<file path="config.mk">
export PLATFORM = sky130hd
export DESIGN_NAME = adpcm_sound
export DESIGN_NICKNAME = d
export VERILOG_FILES = /design/src/snd_pkg.sv /design/src/adpcm_rom_if.sv /design/src/adpcm_rate_timer.sv /design/src/adpcm_seq_fsm.sv /design/src/adpcm_decoder.sv /design/src/snd_mixer.sv /design/src/adpcm_sound.sv
export SDC_FILE = /design/constraint.sdc
export NUM_CORES = 1
export LEC_CHECK = 0
export BUFFER_PORTS_ARGS = -buffer_cell sky130_fd_sc_hd__buf_2
export CORE_MARGIN = 2
export CORE_UTILIZATION = 30
export CTS_CLUSTER_DIAMETER = 120
export DETAILED_ROUTE_END_ITERATION = 12
export GPL_ROUTABILITY_DRIVEN = 0
export PLACE_DENSITY = 0.56
export SYNTH_ARGS = -nofsm -noshare
export SYNTH_HDL_FRONTEND = slang
export SYNTH_SLANG_ARGS = --single-unit
</file>
<file path="constraint.sdc">
create_clock -name clk -period 10 [get_ports clk]
set_input_delay 2.5 -clock clk [delete_from_list [all_inputs] [get_ports clk]]
set_output_delay 2.5 -clock clk [all_outputs]
set_load 0.005 [all_outputs]
</file>
<file path="src/snd_pkg.sv">
/* Sound board shared types and tables */

`default_nettype none

package snd_pkg;

    // Widths with a meaning on the board
    typedef logic [14:0]        rom_addr_t;  // 32 KB ADPCM ROM
    typedef logic [7:0]         rom_byte_t;
    typedef logic [3:0]         nibble_t;    // One ADPCM code
    typedef logic signed [11:0] pcm_t;       // Decoder output
    typedef logic signed [15:0] snd_t;       // Mixed audio
    typedef logic [5:0]         step_idx_t;  // 0..48

    // Command sequencer
    typedef enum logic [2:0] {
        S_IDLE,  // Waiting for a command
        S_REQ,   // req high, waiting for ack
        S_DROP,  // req low, waiting for ack to fall
        S_HI,    // High nibble due on next tick
        S_LO     // Low nibble due on next tick
    } seq_state_t;

    // Sample rate divider
    localparam int ADPCM_DIV = 32;
    localparam int DIV_W     = $clog2(ADPCM_DIV);

    localparam int SAMPLE_BYTES = 256;  // One command plays this many bytes

    localparam int IDX_MAX = 48;  // Last entry of the step table

    // OKI step sizes
    localparam logic [10:0] STEP_TABLE [0:IDX_MAX] = '{
        11'd16,   11'd17,   11'd19,   11'd21,   11'd23,   11'd25,   11'd28,
        11'd31,   11'd34,   11'd37,   11'd41,   11'd45,   11'd50,   11'd55,
        11'd60,   11'd66,   11'd73,   11'd80,   11'd88,   11'd97,   11'd107,
        11'd118,  11'd130,  11'd143,  11'd157,  11'd173,  11'd190,  11'd209,
        11'd230,  11'd253,  11'd279,  11'd307,  11'd337,  11'd371,  11'd408,
        11'd449,  11'd494,  11'd544,  11'd598,  11'd658,  11'd724,  11'd796,
        11'd876,  11'd963,  11'd1060, 11'd1166, 11'd1282, 11'd1411, 11'd1552
    };

    // Index change per code magnitude
    localparam logic signed [4:0] INDEX_ADJ [0:7] = '{
        -5'sd1, -5'sd1, -5'sd1, -5'sd1, 5'sd2, 5'sd4, 5'sd6, 5'sd8
    };

    // 12-bit PCM limits
    localparam int PCM_MAX = 2047;
    localparam int PCM_MIN = -2048;

endpackage

`default_nettype wire

</file>
<file path="src/adpcm_rom_if.sv">
/* ADPCM ROM handshake bus */

`timescale 1ns/1ps
`default_nettype none

interface adpcm_rom_if;

    logic                req;   // Held until ack rises
    logic                ack;   // Data valid while high
    snd_pkg::rom_addr_t  addr;  // Stable while req is high
    snd_pkg::rom_byte_t  data;

    // Sequencer side
    modport master (
        output req,
        output addr,
        input  ack,
        input  data
    );

    // Pin side at the top level
    modport slave (
        input  req,
        input  addr,
        output ack,
        output data
    );

endinterface

`default_nettype wire

</file>
<file path="src/adpcm_rate_timer.sv">
/* ADPCM sample rate strobe */

`timescale 1ns/1ps
`default_nettype none

module adpcm_rate_timer (
    input  logic clk,
    input  logic rst,
    output logic tick
);

    localparam logic [snd_pkg::DIV_W-1:0] LAST = snd_pkg::DIV_W'(snd_pkg::ADPCM_DIV - 1);

    logic [snd_pkg::DIV_W-1:0] cnt;

    // Free running, one strobe per period
    always_ff @(posedge clk or posedge rst) begin
        if (rst) begin
            cnt <= '0;
        end else if (cnt == LAST) begin
            cnt <= '0;
        end else begin
            cnt <= cnt + 1'b1;
        end
    end

    // Last count of the period
    assign tick = (cnt == LAST);

endmodule

`default_nettype wire

</file>
<file path="src/adpcm_seq_fsm.sv">
/* ADPCM command sequencer */

`timescale 1ns/1ps
`default_nettype none

module adpcm_seq_fsm (
    input  logic                clk,
    input  logic                rst,
    input  logic                cmd_wr,
    input  snd_pkg::rom_byte_t  cmd,
    input  logic                tick,
    adpcm_rom_if.master         rom,
    output snd_pkg::nibble_t    nib,
    output logic                nib_valid,
    output logic                clear,
    output logic                busy
);

    localparam logic [7:0] LAST_BYTE = 8'(snd_pkg::SAMPLE_BYTES - 1);

    snd_pkg::seq_state_t state;
    snd_pkg::rom_addr_t  addr;
    snd_pkg::rom_byte_t  data;  // Byte being played
    logic [7:0]          cnt;   // Bytes done in this sample
    logic                req;

    assign rom.req  = req;
    assign rom.addr = addr;
    assign busy     = (state != snd_pkg::S_IDLE);

    always_ff @(posedge clk or posedge rst) begin
        if (rst) begin
            state     <= snd_pkg::S_IDLE;
            addr      <= '0;
            cnt       <= '0;
            req       <= 1'b0;
            nib_valid <= 1'b0;
            clear     <= 1'b0;
        end else begin
            nib_valid <= 1'b0;  // Single cycle strobes
            clear     <= 1'b0;
            case (state)
                snd_pkg::S_IDLE: begin
                    if (cmd_wr) begin
                        // Sample base is cmd * 256 wrapped to the ROM size
                        addr  <= snd_pkg::rom_addr_t'({cmd, 8'h00});
                        cnt   <= '0;
                        req   <= 1'b1;
                        clear <= 1'b1;  // Fresh decoder state
                        state <= snd_pkg::S_REQ;
                    end
                end
                snd_pkg::S_REQ: begin
                    if (rom.ack) begin
                        req   <= 1'b0;
                        state <= snd_pkg::S_DROP;
                    end
                end
                snd_pkg::S_DROP: begin
                    // Wait ack low before any new req
                    if (!rom.ack) state <= snd_pkg::S_HI;
                end
                snd_pkg::S_HI: begin
                    if (tick) begin
                        nib_valid <= 1'b1;
                        state     <= snd_pkg::S_LO;
                    end
                end
                snd_pkg::S_LO: begin
                    if (tick) begin
                        nib_valid <= 1'b1;
                        if (cnt == LAST_BYTE) begin
                            state <= snd_pkg::S_IDLE;  // Sample done
                        end else begin
                            cnt   <= cnt + 1'b1;
                            addr  <= addr + 1'b1;
                            req   <= 1'b1;
                            state <= snd_pkg::S_REQ;
                        end
                    end
                end
                default: state <= snd_pkg::S_IDLE;
            endcase
        end
    end

    // Byte capture on ack and nibble select on tick
    always_ff @(posedge clk) begin
        if (state == snd_pkg::S_REQ && rom.ack) data <= rom.data;
        if (tick) begin
            if (state == snd_pkg::S_HI) nib <= data[7:4];  // High first
            if (state == snd_pkg::S_LO) nib <= data[3:0];
        end
    end

endmodule

`default_nettype wire

</file>
<file path="src/adpcm_decoder.sv">
/* OKI ADPCM decoder */

`timescale 1ns/1ps
`default_nettype none

module adpcm_decoder (
    input  logic              clk,
    input  logic              rst,
    input  logic              clear,
    input  snd_pkg::nibble_t  nib,
    input  logic              nib_valid,
    output snd_pkg::pcm_t     pcm,
    output logic              pcm_valid
);

    snd_pkg::pcm_t      signal;  // Running PCM value
    snd_pkg::step_idx_t idx;
    snd_pkg::pcm_t      signal_nx;
    snd_pkg::step_idx_t idx_nx;

    logic [10:0]        step;
    logic [12:0]        diff;     // Up to 1.875 * 1552
    logic signed [13:0] delta;
    logic signed [13:0] sum;
    logic signed [4:0]  adj;
    logic signed [7:0]  idx_sum;

    always_comb begin
        step = snd_pkg::STEP_TABLE[idx];

        // Magnitude from the three low code bits
        diff = 13'(step >> 3);
        if (nib[0]) diff = diff + 13'(step >> 2);
        if (nib[1]) diff = diff + 13'(step >> 1);
        if (nib[2]) diff = diff + 13'(step);

        // Sign bit
        delta = nib[3] ? -$signed({1'b0, diff}) : $signed({1'b0, diff});
        sum   = $signed({{2{signal[11]}}, signal}) + delta;

        // Clamp to 12 bits
        if (sum > 14'(snd_pkg::PCM_MAX)) begin
            signal_nx = 12'(snd_pkg::PCM_MAX);
        end else if (sum < 14'(snd_pkg::PCM_MIN)) begin
            signal_nx = 12'(snd_pkg::PCM_MIN);
        end else begin
            signal_nx = 12'(sum);
        end

        // Step index walk, kept inside the table
        adj     = snd_pkg::INDEX_ADJ[nib[2:0]];
        idx_sum = $signed({2'b00, idx}) + $signed({{3{adj[4]}}, adj});
        if (idx_sum < 0) begin
            idx_nx = '0;
        end else if (idx_sum > 8'(snd_pkg::IDX_MAX)) begin
            idx_nx = 6'(snd_pkg::IDX_MAX);
        end else begin
            idx_nx = 6'(idx_sum);
        end
    end

    always_ff @(posedge clk or posedge rst) begin
        if (rst) begin
            signal    <= '0;
            idx       <= '0;
            pcm_valid <= 1'b0;
        end else begin
            pcm_valid <= 1'b0;
            if (clear) begin
                signal <= '0;  // New sample starts from silence
                idx    <= '0;
            end else if (nib_valid) begin
                signal    <= signal_nx;
                idx       <= idx_nx;
                pcm_valid <= 1'b1;
            end
        end
    end

    assign pcm = signal;

endmodule

`default_nettype wire

</file>
<file path="src/snd_mixer.sv">
/* FM and ADPCM mixer */

`timescale 1ns/1ps
`default_nettype none

module snd_mixer (
    input  logic           clk,
    input  logic           rst,
    input  logic           adpcm_en,
    input  snd_pkg::snd_t  fm_snd,
    input  snd_pkg::pcm_t  pcm,
    input  logic           pcm_valid,
    output snd_pkg::snd_t  snd,
    output logic           sample
);

    logic signed [16:0] mix;  // One guard bit

    // PCM scaled by 4 on top of FM
    assign mix = $signed({fm_snd[15], fm_snd}) + $signed({{3{pcm[11]}}, pcm, 2'b00});

    always_ff @(posedge clk or posedge rst) begin
        if (rst) begin
            snd    <= '0;
            sample <= 1'b0;
        end else begin
            sample <= pcm_valid;  // Strobe with each new output
            if (pcm_valid) begin
                if (!adpcm_en) begin
                    snd <= fm_snd;  // ADPCM muted
                end else if (mix[16] != mix[15]) begin
                    // Overflow, pin to the rail of the true sign
                    snd <= mix[16] ? 16'sh8000 : 16'sh7fff;
                end else begin
                    snd <= mix[15:0];
                end
            end
        end
    end

endmodule

`default_nettype wire

</file>
<file path="src/adpcm_sound.sv">
/* ADPCM sound branch */

`timescale 1ns/1ps
`default_nettype none

module adpcm_sound (
    input  logic        clk,
    input  logic        rst,
    // Main CPU command
    input  logic        cmd_wr,
    input  logic [7:0]  cmd,
    input  logic        adpcm_en,
    input  logic [15:0] fm_snd,
    // ADPCM ROM
    output logic        rom_req,
    output logic [14:0] rom_addr,
    input  logic [7:0]  rom_data,
    input  logic        rom_ack,
    // Audio out
    output logic [15:0] snd,
    output logic        sample,
    output logic        busy
);

    adpcm_rom_if rom ();

    logic             tick;
    snd_pkg::nibble_t nib;
    logic             nib_valid;
    logic             clear;
    snd_pkg::pcm_t    pcm;
    logic             pcm_valid;

    // ROM pins on the slave side
    assign rom_req  = rom.req;
    assign rom_addr = rom.addr;
    assign rom.ack  = rom_ack;
    assign rom.data = rom_data;

    adpcm_rate_timer u_timer (
        .clk  (clk),
        .rst  (rst),
        .tick (tick)
    );

    adpcm_seq_fsm u_seq (
        .clk       (clk),
        .rst       (rst),
        .cmd_wr    (cmd_wr),
        .cmd       (cmd),
        .tick      (tick),
        .rom       (rom.master),
        .nib       (nib),
        .nib_valid (nib_valid),
        .clear     (clear),
        .busy      (busy)
    );

    adpcm_decoder u_dec (
        .clk       (clk),
        .rst       (rst),
        .clear     (clear),
        .nib       (nib),
        .nib_valid (nib_valid),
        .pcm       (pcm),
        .pcm_valid (pcm_valid)
    );

    snd_mixer u_mix (
        .clk       (clk),
        .rst       (rst),
        .adpcm_en  (adpcm_en),
        .fm_snd    (fm_snd),
        .pcm       (pcm),
        .pcm_valid (pcm_valid),
        .snd       (snd),
        .sample    (sample)
    );

endmodule

`default_nettype wire

</file>
==> reports/results.ini <==
[global_routing]
grt_pass1_wl_mm = 33.1
grt_max_degree = 71
grt-ovfl-total = 0
grt_antenna_before_repair = 0
grt_usage = 0.141
grt_pass1_vias = 6644

[sta]
worstMarginPinSlew_ps = 1110
tns_ps = 0
slew_headroom = 0.263
period_minus_slack_ps = 9100
finalHoldViolCount = 0
rsz0062_at_grt = false
fmax_mhz = 110
setup_violations = 0
fin_crit_sh = 0.910
drv_slew = 0
fin_skew_ps = 8.31

[worst_hold_path]
worstHoldPathType = register to register
hold_depth = 1

[floorplan]
die_y_um = 167
io_pins = 71
coreArea_mm2 = 0.0261
start_util = 0.305
num_rows = 59
dieWidth_um = 167
dieArea_mm2 = 0.0278

[cts]
clkTransAtPathRegs_ps = 70
cts_made_buffers = 9
post-cts-setup-buffers = 0
root_buffer = clkbuf_16
worstSkewPairLatency_ps = 350
ctsHoldBuffers = 0
cts_resized = 0
cts.sinks = 82
cts_tree = done
cts_max_level = 3
clockBufferDepth = 2

[synth]
ys_warn_count = 0
synthSimpleGateAreaFrac = 0.206
synthTopCellsByArea = dfrtp_1, ha_1, nand2_1
yosys_most_used_dff = dfrtp_1
synth_area_mm2 = 0.00795
yosysTopAreaCell = dfrtp_1
synth_top_family_by_area = compound AO/OA/AOI/OAI gates
synth_cells = 984
synth_compound_gate_area_share = 0.263
synth_xor_area_frac = 0.0593
syn_avg_cell_area_um2 = 8.08
synth-seq-cells = 82
ys_types = 82
synth_edf_count = 12
syn-num-nets = 1105
synthMuxAreaShare = 0.0198
ys_seq_area_frac = 0.266
synthArstFlopShare = 0.854
synth_top_cell_area_share = 0.220
synth_adder_area_share = 0.139

[detailed_routing]
vias = 7228
drtIter0Drc = 532
wl_per_cell_um = 14.3
wl_mm = 19.7
ant_nets = 0
firstDrtPassIters = 6
viasPerCell = 5.24
drc = 0

[pwr]
cellPowerDensity_mw_per_mm2 = 186
finalPower_mw = 1.68
ir_drop_uv = 93.2
leakage_nw = 4.17

[critical_path]
crit_path_max_fanout = 8
cp-start-kind = register
worstPathRequired_ps = 10230
worst-setup-path-type = register to register
cp_data_arrival_time_ps = 9330
crit_path_end_kind = register
worst_path_max_delay_cell = mux4_2
cpMostUsedCell = nand2_1
critPathMaxStageDelay_ps = 510
reg2regPathDepth = 42

[flow_run]
max_cap_viol_count = 0

[layout]
area_delta_synth_final_pct = 13.3
layout-drive-gt1-share = 0.122
nNetsFinal = 1160
antenna_cells = 0

[place]
io_buffer_count = 69
hpwl_mm = 14.9

[outcome]
status = finished clean

## worst paths after layout
path                              start       endpoint  slack [ps]
setup / recovery           u_dec.idx[0]   u_dec.pcm[8]         900
hold / removal              u_seq.clear  u_dec.pcm[11]         440
setup reg to reg           u_dec.idx[0]   u_dec.pcm[8]         900
hold reg to reg             u_seq.clear  u_dec.pcm[11]         440
max in group asynchronous           rst   u_mix.snd[3]        6990
min in group asynchronous           rst   u_mix.snd[6]        2430
## through the flow
stage          hold slack, ps  cell area, um2   util  cells  worst slack (ps)
3_5_place_dp              434            8680  0.333   1363               977
4_1_cts                   442            9010  0.346   1379               930
5_1_grt                   456            9010  0.346   1379               151
6_report                  440            9010  0.346   1379               903
3_3_place_gp              421            8680  0.333   1363              1010
2_1_floorplan             352            7950      -    984              1660
## cells in the final DEF, fill, tap and decap left out, drive strengths merged, types with 18 or more instances in the layout
cell type,netlist,layout
xor2,21,21
buf,11,89
a21o,22,22
dfrtp,70,70
ha,78,78
nor2,105,105
nor3,18,18
xnor2,32,32
nand3,21,21
nand2,116,116
a21oi,58,58
o21ai,80,80
inv,46,48
## power breakdown
part           internal, mW  leakage, nW  total, mW  switching (mW)
clock network         0.223        0.160      0.371           0.148
logic                 0.376         3.02      0.841           0.464
registers             0.405        0.990      0.467          0.0629
## logic make-up (layout without fill, tap and decap cells)
kind of cell | count (synthesis) | count (layout)
XOR/XNOR | 53 | 53
multiplexers | 13 | 13
flip-flops | 82 | 82
AO/OA/AOI/OAI | 309 | 309
adder cells (fa/ha/maj) | 85 | 85
AND/OR/NAND/NOR | 348 | 348
buffers and inverters | 94 | 154
## synthesized netlist by cell type, types with 4 or more instances
cell type / n
nor4_1: 4
or3_1: 6
nand2b_1: 15
a31oi_1: 12
ha_1: 78
o21ai_0: 74
clkbuf_1: 34
and3_1: 16
nor2_1: 105
nand4_1: 8
a21boi_0: 6
a21oi_1: 57
mux2i_1: 9
nand3_1: 21
o21bai_1: 7
xor2_1: 21
buf_4: 5
a221o_1: 14
o21a_1: 7
o211ai_1: 7
edfxtp_1: 12
nand2_1: 116
nand3b_1: 5
a21o_1: 22
nor2b_1: 11
and2_1: 4
a211o_1: 6
xnor2_1: 31
o31ai_1: 13
a211oi_1: 14
fa_1: 6
a221oi_1: 9
a22o_1: 6
nor3_1: 17
o21ai_1: 5
or2_2: 6
inv_1: 44
dfrtp_1: 70
o22ai_1: 11
## cell type report
| class | instances | area (um2) |
|---|---|---|
| clock buffers | 10 | 229 |
| clock inverters | 6 | 97.6 |
| fillers | 2750 | 17000 |
| inverters | 49 | 185 |
| multi-input cells | 808 | 5470 |
| flip-flops and latches | 82 | 2110 |
| well taps | 335 | 419 |
| repair buffers | 89 | 495 |
## state kept, by name, summed over array words and instances, names as in the netlist
signal	count
u_dec.idx	6
u_dec.pcm	12
u_dec.pcm_valid	1
u_mix.sample	1
u_mix.snd	16
u_seq.clear	1
u_seq.cnt	8
u_seq.data	8
u_seq.nib	4
u_seq.nib_valid	1
u_seq.rom.addr	15
u_seq.rom.req	1
u_seq.state	3
u_timer.cnt	5
## critical path: cells and delay by family (launching register included)
kind | cells | cell delay, ps
AOI/OAI and AO/OA | 14 | 2650
adders and majority gates | 6 | 1990
and+or+nand+nor | 11 | 1720
xor gates and xnor gates | 6 | 1080
buffers and inverters | 4 | 630
muxes | 1 | 510
DFF | 1 | 380
## per-layer routing
metal / GRT usage / wire length, um / share of wire / vias up
met5: 0 / 0 / 0 / -
met4: 0.0232 / 158 / 0.0080 / 0
met3: 0.0295 / 739 / 0.038 / 15
met2: 0.226 / 8800 / 0.45 / 131
met1: 0.200 / 10000 / 0.51 / 3368
li1: - / - / - / 3714
Note: power is estimated with default switching activity, not from simulation.
